===== src/tft_touch_defs.svh =====
`ifndef TFT_TOUCH_DEFS_SVH
`define TFT_TOUCH_DEFS_SVH

// panel geometry in tft_clk periods and lines
`define TFT_H_VISIBLE 480
`define TFT_H_TOTAL 525
`define TFT_V_VISIBLE 272
`define TFT_V_TOTAL 286

// cclk cycles per spi bit
`define TOUCH_SPI_DIV 16
// lowest z1 reading taken as a press
`define TOUCH_Z_THRESH 512

// axi4-lite register offsets
`define REG_CTRL 8'h00
`define REG_DUTY 8'h04
`define REG_PERIOD 8'h08
`define REG_COLOR 8'h0C
`define REG_TOUCH 8'h10

// register values after reset
`define RST_DISPLAY_ON 1'b0
`define RST_DUTY 8'd0
`define RST_PERIOD 16'd255
`define RST_COLOR 24'hFFFFFF

// adc control bytes, start bit set, 12-bit differential mode
`define TOUCH_CMD_X 8'hD0
`define TOUCH_CMD_Y 8'h90
`define TOUCH_CMD_Z1 8'hB0

`endif


===== src/tft_touch_pkg.sv =====
package tft_touch_pkg;

	// master side of the host port
	typedef struct packed {
		logic [7:0]  awaddr;
		logic        awvalid;
		logic [31:0] wdata;
		logic [3:0]  wstrb;
		logic        wvalid;
		logic        bready;
		logic [7:0]  araddr;
		logic        arvalid;
		logic        rready;
	} axil_req_t;

	// slave side of the host port
	typedef struct packed {
		logic        awready;
		logic        wready;
		logic        bvalid;
		logic [1:0]  bresp;
		logic        arready;
		logic        rvalid;
		logic [31:0] rdata;
		logic [1:0]  rresp;
	} axil_rsp_t;

	// one full x/y/z sweep, valid pulses once per sweep
	typedef struct packed {
		logic [11:0] x;
		logic [11:0] y;
		logic [11:0] z;
		logic        valid;
	} touch_sample_t;

	// cursor position in panel pixels
	typedef struct packed {
		logic [8:0] x;
		logic [8:0] y;
		logic       present;
	} cursor_t;

	typedef struct packed {
		logic [7:0] r;
		logic [7:0] g;
		logic [7:0] b;
	} rgb_t;

	typedef struct packed {
		logic        display_on;
		logic [7:0]  duty;
		logic [15:0] period;
		rgb_t        color;
	} tft_cfg_t;

endpackage


===== src/touch_spi_ctrl.sv =====
`timescale 1ns/1ps
`include "tft_touch_defs.svh"

module touch_spi_ctrl (
	input  logic                          cclk,
	input  logic                          rst_n,
	input  logic                          touch_data_out,
	output logic                          touch_clk,
	output logic                          touch_csb,
	output logic                          touch_data_in,
	output tft_touch_pkg::touch_sample_t  sample
);

	localparam int DIV_W = $clog2(`TOUCH_SPI_DIV);
	localparam logic [DIV_W-1:0] DIV_LAST = DIV_W'(`TOUCH_SPI_DIV - 1);
	localparam logic [DIV_W-1:0] DIV_MID = DIV_W'(`TOUCH_SPI_DIV / 2 - 1);
	// bit slots of one 24-bit conversion, slot 24 is the csb-high gap
	localparam logic [4:0] BIT_CMD_LAST = 5'd7;
	localparam logic [4:0] BIT_RES_FIRST = 5'd9;
	localparam logic [4:0] BIT_RES_LAST = 5'd20;
	localparam logic [4:0] BIT_CONV_LAST = 5'd23;
	localparam logic [4:0] BIT_GAP = 5'd24;

	logic [DIV_W-1:0] div_cnt;
	logic [4:0]       bit_cnt;
	logic [1:0]       chan;
	logic [7:0]       cmd;
	logic [7:0]       cmd_sr;
	logic [11:0]      res_sr;
	logic [11:0]      x_q;
	logic [11:0]      y_q;
	logic [11:0]      out_x;
	logic [11:0]      out_y;
	logic [11:0]      out_z;
	logic             out_valid;
	logic             bit_end;
	logic             bit_mid;
	logic             conv_done;

	assign bit_end = (div_cnt == DIV_LAST);
	// touch_clk rises after this cycle
	assign bit_mid = (div_cnt == DIV_MID);
	assign conv_done = bit_end && (bit_cnt == BIT_CONV_LAST);

	// command for the channel about to convert
	always_comb begin
		case (chan)
			2'd0: cmd = `TOUCH_CMD_X;
			2'd1: cmd = `TOUCH_CMD_Y;
			default: cmd = `TOUCH_CMD_Z1;
		endcase
	end

	always_ff @(posedge cclk) begin
		if (!rst_n) begin
			div_cnt <= '0;
			bit_cnt <= BIT_GAP;
			chan <= 2'd0;
			touch_csb <= 1'b1;
			touch_clk <= 1'b0;
			touch_data_in <= 1'b0;
			cmd_sr <= '0;
			out_valid <= 1'b0;
		end else begin
			// pulse once z1 is in, x and y already held
			out_valid <= conv_done && (chan == 2'd2);
			div_cnt <= bit_end ? '0 : div_cnt + 1'b1;
			if (bit_mid && bit_cnt != BIT_GAP)
				touch_clk <= 1'b1;
			if (bit_end) begin
				// falling edge, new mosi bit goes out here
				touch_clk <= 1'b0;
				if (bit_cnt == BIT_GAP) begin
					bit_cnt <= 5'd0;
					touch_csb <= 1'b0;
					touch_data_in <= cmd[7];
					cmd_sr <= {cmd[6:0], 1'b0};
				end else if (bit_cnt == BIT_CONV_LAST) begin
					bit_cnt <= BIT_GAP;
					touch_csb <= 1'b1;
					chan <= (chan == 2'd2) ? 2'd0 : chan + 2'd1;
				end else begin
					bit_cnt <= bit_cnt + 5'd1;
					// zeros after the command byte
					touch_data_in <= (bit_cnt < BIT_CMD_LAST) ? cmd_sr[7] : 1'b0;
					cmd_sr <= {cmd_sr[6:0], 1'b0};
				end
			end
		end
	end

	always_ff @(posedge cclk) begin
		// result bits sampled on the rising touch_clk edge
		if (bit_mid && bit_cnt >= BIT_RES_FIRST && bit_cnt <= BIT_RES_LAST)
			res_sr <= {res_sr[10:0], touch_data_out};
		if (conv_done) begin
			case (chan)
				2'd0: x_q <= res_sr;
				2'd1: y_q <= res_sr;
				default: begin
					out_x <= x_q;
					out_y <= y_q;
					out_z <= res_sr;
				end
			endcase
		end
	end

	assign sample.x = out_x;
	assign sample.y = out_y;
	assign sample.z = out_z;
	assign sample.valid = out_valid;

endmodule


===== src/touch_cursor.sv =====
`timescale 1ns/1ps
`include "tft_touch_defs.svh"

module touch_cursor (
	input  logic                          cclk,
	input  logic                          rst_n,
	input  tft_touch_pkg::touch_sample_t  sample,
	input  logic                          new_frame,
	output tft_touch_pkg::cursor_t        cursor
);

	localparam logic [11:0] Z_THRESH = 12'(`TOUCH_Z_THRESH);

	logic [11:0] last_x;
	logic [11:0] last_y;
	logic [11:0] last_z;
	// set once the first sweep has landed
	logic        have_sample;
	logic        pressed;

	always_ff @(posedge cclk) begin
		if (sample.valid) begin
			last_x <= sample.x;
			last_y <= sample.y;
			last_z <= sample.z;
		end
	end

	assign pressed = have_sample && (last_z >= Z_THRESH);

	always_ff @(posedge cclk) begin
		if (!rst_n) begin
			have_sample <= 1'b0;
			cursor <= '0;
		end else begin
			if (sample.valid)
				have_sample <= 1'b1;
			// latch once per frame so the crosshair never tears
			if (new_frame) begin
				cursor.present <= pressed;
				if (pressed) begin
					// 12-bit adc scale down by four, top bits dropped
					cursor.x <= last_x[10:2];
					cursor.y <= last_y[10:2];
				end
			end
		end
	end

endmodule


===== src/tft_config_regs.sv =====
`timescale 1ns/1ps
`include "tft_touch_defs.svh"

module tft_config_regs (
	input  logic                      cclk,
	input  logic                      rst_n,
	input  tft_touch_pkg::axil_req_t  axil_req,
	output tft_touch_pkg::axil_rsp_t  axil_rsp,
	input  tft_touch_pkg::cursor_t    cursor,
	output tft_touch_pkg::tft_cfg_t   cfg
);

	logic        aw_rdy;
	logic        b_vld;
	logic        ar_rdy;
	logic        r_vld;
	logic [31:0] r_data;
	logic [1:0]  r_resp;
	logic        wr_go;
	logic        rd_go;
	logic [31:0] rd_word;
	logic        rd_err;

	// address and data together, one write in flight
	assign wr_go = axil_req.awvalid && axil_req.wvalid && !aw_rdy && !b_vld;
	assign rd_go = axil_req.arvalid && !ar_rdy && !r_vld;

	// read decode
	always_comb begin
		rd_word = '0;
		rd_err = 1'b0;
		case (axil_req.araddr)
			`REG_CTRL: rd_word = {31'd0, cfg.display_on};
			`REG_DUTY: rd_word = {24'd0, cfg.duty};
			`REG_PERIOD: rd_word = {16'd0, cfg.period};
			`REG_COLOR: rd_word = {8'd0, cfg.color};
			`REG_TOUCH: rd_word = {cursor.present, 6'd0, cursor.y, 7'd0, cursor.x};
			default: rd_err = 1'b1;
		endcase
	end

	always_ff @(posedge cclk) begin
		if (!rst_n) begin
			aw_rdy <= 1'b0;
			b_vld <= 1'b0;
			ar_rdy <= 1'b0;
			r_vld <= 1'b0;
			cfg.display_on <= `RST_DISPLAY_ON;
			cfg.duty <= `RST_DUTY;
			cfg.period <= `RST_PERIOD;
			cfg.color <= `RST_COLOR;
		end else begin
			aw_rdy <= wr_go;
			ar_rdy <= rd_go;
			// response held until the master takes it
			if (aw_rdy)
				b_vld <= 1'b1;
			else if (axil_req.bready)
				b_vld <= 1'b0;
			if (ar_rdy)
				r_vld <= 1'b1;
			else if (axil_req.rready)
				r_vld <= 1'b0;
			// handshake cycle, byte lanes per wstrb
			if (aw_rdy) begin
				case (axil_req.awaddr)
					`REG_CTRL: if (axil_req.wstrb[0]) cfg.display_on <= axil_req.wdata[0];
					`REG_DUTY: if (axil_req.wstrb[0]) cfg.duty <= axil_req.wdata[7:0];
					`REG_PERIOD: begin
						if (axil_req.wstrb[0]) cfg.period[7:0] <= axil_req.wdata[7:0];
						if (axil_req.wstrb[1]) cfg.period[15:8] <= axil_req.wdata[15:8];
					end
					`REG_COLOR: begin
						if (axil_req.wstrb[0]) cfg.color.b <= axil_req.wdata[7:0];
						if (axil_req.wstrb[1]) cfg.color.g <= axil_req.wdata[15:8];
						if (axil_req.wstrb[2]) cfg.color.r <= axil_req.wdata[23:16];
					end
					// touch status and holes take no writes
					default: ;
				endcase
			end
		end
	end

	// read data captured with arready, slverr on holes
	always_ff @(posedge cclk) begin
		if (ar_rdy) begin
			r_data <= rd_word;
			r_resp <= rd_err ? 2'b10 : 2'b00;
		end
	end

	assign axil_rsp.awready = aw_rdy;
	assign axil_rsp.wready = aw_rdy;
	assign axil_rsp.bvalid = b_vld;
	assign axil_rsp.bresp = 2'b00;
	assign axil_rsp.arready = ar_rdy;
	assign axil_rsp.rvalid = r_vld;
	assign axil_rsp.rdata = r_data;
	assign axil_rsp.rresp = r_resp;

endmodule


===== src/tft_timing.sv =====
`timescale 1ns/1ps
`include "tft_touch_defs.svh"

module tft_timing (
	input  logic                      cclk,
	input  logic                      rst_n,
	input  tft_touch_pkg::tft_cfg_t   cfg,
	input  tft_touch_pkg::cursor_t    cursor,
	output logic                      tft_clk,
	output logic                      tft_data_ena,
	output logic                      tft_display,
	output logic                      tft_vdd,
	output logic [7:0]                tft_red,
	output logic [7:0]                tft_green,
	output logic [7:0]                tft_blue,
	output logic                      new_frame
);

	import tft_touch_pkg::*;

	localparam logic [9:0] H_VIS = 10'(`TFT_H_VISIBLE);
	localparam logic [9:0] H_LAST = 10'(`TFT_H_TOTAL - 1);
	localparam logic [8:0] V_VIS = 9'(`TFT_V_VISIBLE);
	localparam logic [8:0] V_LAST = 9'(`TFT_V_TOTAL - 1);

	logic       clk_q;
	logic [9:0] hcnt;
	logic [8:0] vcnt;
	logic       step;
	logic       visible;
	logic       on_cursor;
	rgb_t       pix_nxt;
	rgb_t       pix_q;

	// tft_clk rises at the end of this cycle
	assign step = !clk_q;
	assign visible = (hcnt < H_VIS) && (vcnt < V_VIS);
	// crosshair through the latched touch point
	assign on_cursor = cursor.present && (hcnt == {1'b0, cursor.x} || vcnt == cursor.y);

	always_comb begin
		pix_nxt = '0;
		if (visible && on_cursor)
			pix_nxt = cfg.color;
	end

	always_ff @(posedge cclk) begin
		if (!rst_n) begin
			clk_q <= 1'b0;
			hcnt <= '0;
			vcnt <= '0;
			new_frame <= 1'b0;
			tft_data_ena <= 1'b0;
		end else begin
			clk_q <= !clk_q;
			new_frame <= 1'b0;
			if (step) begin
				if (hcnt == H_LAST) begin
					hcnt <= '0;
					if (vcnt == V_LAST) begin
						vcnt <= '0;
						new_frame <= 1'b1;
					end else begin
						vcnt <= vcnt + 9'd1;
					end
				end else begin
					hcnt <= hcnt + 10'd1;
				end
			end else begin
				// outputs move on the falling edge, stable at the panel's rising edge
				tft_data_ena <= cfg.display_on && visible;
			end
		end
	end

	always_ff @(posedge cclk) begin
		if (!step)
			pix_q <= pix_nxt;
	end

	assign tft_clk = clk_q;
	assign tft_display = cfg.display_on;
	assign tft_vdd = cfg.display_on;
	assign tft_red = pix_q.r;
	assign tft_green = pix_q.g;
	assign tft_blue = pix_q.b;

endmodule


===== src/backlight_pwm.sv =====
`timescale 1ns/1ps
`include "tft_touch_defs.svh"

module backlight_pwm (
	input  logic                     cclk,
	input  logic                     rst_n,
	input  tft_touch_pkg::tft_cfg_t  cfg,
	output logic                     tft_backlight
);

	logic [15:0] cnt;
	// shadow copies, reloaded only at wrap
	logic [15:0] per_q;
	logic [7:0]  duty_q;
	logic        wrap;

	// period 0 wraps every cycle
	assign wrap = ({1'b0, cnt} + 17'd1) >= {1'b0, per_q};

	always_ff @(posedge cclk) begin
		if (!rst_n) begin
			cnt <= '0;
			per_q <= `RST_PERIOD;
			duty_q <= `RST_DUTY;
			tft_backlight <= 1'b0;
		end else begin
			if (wrap) begin
				cnt <= '0;
				per_q <= cfg.period;
				duty_q <= cfg.duty;
			end else begin
				cnt <= cnt + 16'd1;
			end
			// high for the first duty counts of each period
			tft_backlight <= cnt < {8'd0, duty_q};
		end
	end

endmodule


===== src/tft_touch_top.sv =====
`timescale 1ns/1ps

module tft_touch_top (
	input  logic                      cclk,
	input  logic                      rst_n,
	input  tft_touch_pkg::axil_req_t  axil_req,
	output tft_touch_pkg::axil_rsp_t  axil_rsp,
	output logic                      touch_clk,
	output logic                      touch_csb,
	output logic                      touch_data_in,
	input  logic                      touch_data_out,
	output logic                      tft_backlight,
	output logic                      tft_clk,
	output logic                      tft_data_ena,
	output logic                      tft_display,
	output logic                      tft_vdd,
	output logic [7:0]                tft_red,
	output logic [7:0]                tft_green,
	output logic [7:0]                tft_blue
);

	import tft_touch_pkg::*;

	touch_sample_t sample;
	cursor_t       cursor;
	tft_cfg_t      cfg;
	logic          new_frame;

	// adc sweeps run free
	touch_spi_ctrl touch_i (
		.cclk(cclk),
		.rst_n(rst_n),
		.touch_data_out(touch_data_out),
		.touch_clk(touch_clk),
		.touch_csb(touch_csb),
		.touch_data_in(touch_data_in),
		.sample(sample)
	);

	// per-frame latch to panel pixels
	touch_cursor cursor_i (
		.cclk(cclk),
		.rst_n(rst_n),
		.sample(sample),
		.new_frame(new_frame),
		.cursor(cursor)
	);

	tft_config_regs regs_i (
		.cclk(cclk),
		.rst_n(rst_n),
		.axil_req(axil_req),
		.axil_rsp(axil_rsp),
		.cursor(cursor),
		.cfg(cfg)
	);

	tft_timing timing_i (
		.cclk(cclk),
		.rst_n(rst_n),
		.cfg(cfg),
		.cursor(cursor),
		.tft_clk(tft_clk),
		.tft_data_ena(tft_data_ena),
		.tft_display(tft_display),
		.tft_vdd(tft_vdd),
		.tft_red(tft_red),
		.tft_green(tft_green),
		.tft_blue(tft_blue),
		.new_frame(new_frame)
	);

	backlight_pwm pwm_i (
		.cclk(cclk),
		.rst_n(rst_n),
		.cfg(cfg),
		.tft_backlight(tft_backlight)
	);

endmodule


===== config.mk =====
export PLATFORM = sky130hd
export DESIGN_NAME = tft_touch_top
export DESIGN_NICKNAME = d
export VERILOG_FILES = /design/src/tft_touch_pkg.sv /design/src/touch_spi_ctrl.sv /design/src/touch_cursor.sv /design/src/tft_config_regs.sv /design/src/tft_timing.sv /design/src/backlight_pwm.sv /design/src/tft_touch_top.sv
export VERILOG_INCLUDE_DIRS = /design/src
export SDC_FILE = /design/constraint.sdc
export NUM_CORES = 1
export LEC_CHECK = 0
export ABC_AREA = 1
export BUFFER_PORTS_ARGS = -buffer_cell sky130_fd_sc_hd__buf_2
export CORE_MARGIN = 2
export CORE_UTILIZATION = 40
export CTS_CLUSTER_DIAMETER = 30
export DETAILED_ROUTE_END_ITERATION = 8
export GPL_TIMING_DRIVEN = 0
export PLACE_DENSITY = 0.58
export SLEW_MARGIN = 20
export SYNTH_ARGS = -nofsm -noshare
export SYNTH_HDL_FRONTEND = slang
export SYNTH_HIERARCHICAL = 1
export SYNTH_SLANG_ARGS = --single-unit

===== constraint.sdc =====
create_clock -name cclk -period 8.75 [get_ports cclk]
set_input_delay 0 -clock cclk [delete_from_list [all_inputs] [get_ports cclk]]
set_output_delay 0 -clock cclk [all_outputs]
set_load 0.03 [all_outputs]

==> impl_results.md <==
- Status: completed
- Slew @ Worst Pin: 0.807 ns
- Worst-Skew Late Latency: 0.54 ns
- Wirelength per Cell: 15.0 um
- Starting Density: 40.5%
- Commonest non-fill, non-tap cells in the layout: nand2_1 (268), inv_1 (209), nor2_1 (183), nand3_1 (169), dfxtp_1 (152)
- Synthesized area: 12700 um2
- # setup viols final: 0
- Met1 usage: 25.6%
- Number of global-route vias before repair: 9865
- Clock root buffer: clkbuf_16
- Hold_sp: axil_req[14]
- Yosys warnings: 6
- Total power: 0.00400 W
- Logic pwr share: 3.6%
- Met2 Use GR: 30.7%
- Max transition margin: 46.2%
- Core ar.: 31500 um2
- Area of the multi-input gates: 4690 um2
- Most used cell, CP: nand2_1
- Initial antenna violation count: 1
- Clock network power share: 62.0%
- Reg2Reg Depth: 16
- Post-route antenna net violation count: 0
- GRT Total Usage: 19.4%
- Peak VDD IR: 166 uV
- Mapped Cells: 1456
- Max H-tree Level: 3
- PortBufs: 114
- DRC errors left: 0
- CP endpoint kind: flip-flop
- Hold crit path type: input port to flip-flop
- WP buf/inv: 2
- Slew Limit Fails: 0
- CTS tree: done
- WL final: 32100 um
- CP top delay family: simple AND/OR/NAND/NOR gates
- Power Density: 240 nW/um2
- Max stage delay cell, worst path: dfxtp_1
- Maximum clock frequency: 296 MHz
- Internal power: 0.00316 W
- Reg2reg setup slack: 5.37 ns
- Worst-path cell chain: ha_1 -> nand2_1 -> nor3_1 -> nand4_1 -> xor2_1 -> inv_1 -> ha_1 -> nand2_1 -> nor2_1 -> nand2_1 -> nor2_1 -> o21ai_4 -> clkbuf_1 -> nand4_1 -> nand2_1 -> nor2_1
- Routed vias: 10.4k
- Sequential share of power: 34.5%
- Met3 Use GR: 5.05%
- Share of cells above drive strength 1: 20.7%
- Initial DRC Count: 800
- Fillers: 2918
- Largest net degree at the start of global routing: 33
- Clock Skew: 0.0180 ns
- Hold EP: regs_i/cfg[23]
- Post-CTS Resized: 0
- Inserted Clock Buffers: 66
- Unrepaired setup endpoints after global routing: false
- Largest stage delay on the critical path: 0.48 ns
- Clk sinks: 277
- Switching share of total power: 21.1%
- Die height: 182 um
- Busiest layer in global routing: met2
- First-pass GRT wire length: 51000 um
- # rows: 65
- Maximum clock path buffer count: 3
- CTS clk-pin slew, worst paths: 0.04 ns
- Nets: 1790
- Kind of critical path: flip-flop to flip-flop
- Via density: 4.82
- Worst R2R End: pwm_i/per_q[14]
- Hpwl dp: 22900 um
- # IOs: 133
- WP data required: 9.18 ns
- GRT Residual Overflow: 0
- Min Tclk post-route: 3.38 ns
- Final Wtd Congestion: 0.863
- Setup TNS: 0 ns
- Critical Path AT: 3.80 ns
- Peak fanout along the critical path: 10
- Post-Syn Area per Cell: 8.75 um2
- Area grow syn2layout: 30.9%
- Reg2reg start: pwm_i/cnt[0]
- Setup bufs post-CTS: 0
- MaxCap Viol Count: 0
- Crit share post-route: 38.6%
- Hold path cells: 5
- Hold Fails Final Rpt: 0
- Startpoint Class: flip-flop
- Die Wd: 182 um
- Register area: 6780 um2
- Most common cell after layout, fill and taps aside: nand2_1
- Placement-stage cell area: 13900 um2
- Drt first pass iters: 5
- Sw power: 0.000843 W
- Finished Cell Area: 16700 um2
- Total die area: 33300 um2
- Cell leakage power: 7.72 nW
==> worst max-delay path by stage <==
stage | startpoint | end | slack, ns | cells after the start
2_1_floorplan | pwm_i/cnt[0] | pwm_i/duty_q[2] | 5.96 | 19
3_3_place_gp | pwm_i/cnt[0] | pwm_i/per_q[13] | 5.41 | 17
3_5_place_dp | pwm_i/cnt[0] | pwm_i/per_q[13] | 5.41 | 19
4_1_cts | pwm_i/cnt[0] | pwm_i/per_q[14] | 5.39 | 19
5_1_grt | pwm_i/cnt[0] | pwm_i/duty_q[5] | 5.05 | 19
6_report | pwm_i/cnt[0] | pwm_i/per_q[14] | 5.37 | 16
==> stage by stage <==
stage / utilization [%] / hold WS (ns) / setup slack (ns) / std cells
floorplan: - / 0.0989 / 5.96 / 1464
global placement: 44.0 / 0.178 / 5.41 / 1980
detailed placement: 44.1 / 0.179 / 5.41 / 1982
CTS: 53.0 / 0.0164 / 5.39 / 2149
global route: 53.0 / 0.0748 / 5.05 / 2149
finish: 53.0 / 0.0243 / 5.37 / 2150
==> power groups by stage <==
stage          Sequential (W)  Combinational (W)  Clock (W)
2_1_floorplan         0.00142          0.0000550          0
4_1_cts               0.00138           0.000143    0.00252
3_3_place_gp          0.00140           0.000123          0
3_5_place_dp          0.00140           0.000129          0
5_1_grt               0.00138           0.000155    0.00259
6_report              0.00138           0.000143    0.00248
==> cell type report <==
cell class,count,share of cell area [%]
diodes,1,0.0150
plain buffers,64,2.81
clock buffers,82,11.0
clock inverters,35,2.69
inverters,222,5.06
multi-input cells,901,28.1
flip-flops and latches,277,40.7
well taps,402,3.02
repair buffers,166,6.61
==> registers in the layout, summed over array words and instances (netlist names), 4 cells and up <==
| name | count |
|---|---|
| regs_i/cfg | 49 |
| regs_i/r_data | 26 |
| cursor_i/cursor | 19 |
| pwm_i/cnt | 16 |
| pwm_i/per_q | 16 |
| touch_i/res_sr | 12 |
| timing_i/hcnt | 10 |
| cursor_i/last_x | 9 |
| cursor_i/last_y | 9 |
| timing_i/vcnt | 9 |
| touch_i/out_x | 9 |
| touch_i/out_y | 9 |
| touch_i/x_q | 9 |
| touch_i/y_q | 9 |
| pwm_i/duty_q | 8 |
| timing_i/tft_blue | 8 |
| timing_i/tft_green | 8 |
| timing_i/tft_red | 8 |
| touch_i/bit_cnt | 5 |
| touch_i/div_cnt | 4 |
==> layer usage <==
layer | vias up | part of all wire (%)
met4 | 0 | 2.1
li1 | 5211 | -
met5 | - | 0
met3 | 56 | 8.0
met2 | 351 | 45
met1 | 4753 | 45
==> worst reg2reg max path: cells and delay by family, from the launching register on <==
family	cells	cell delay, ns
adders and majority gates	2	0.56
and+or+nand+nor	10	1.18
buffers and inverters	2	0.50
xor gates and xnor gates	1	0.22
AOI/OAI and AO/OA	1	0.31
DFF	1	0.48
==> repair_timing <==
action                                  CTS  global route
endpoints found under the hold margin    62             0
endpoints found under the setup margin    0             0
hold buffers                             50             0
(Power assumes the default switching activity.)
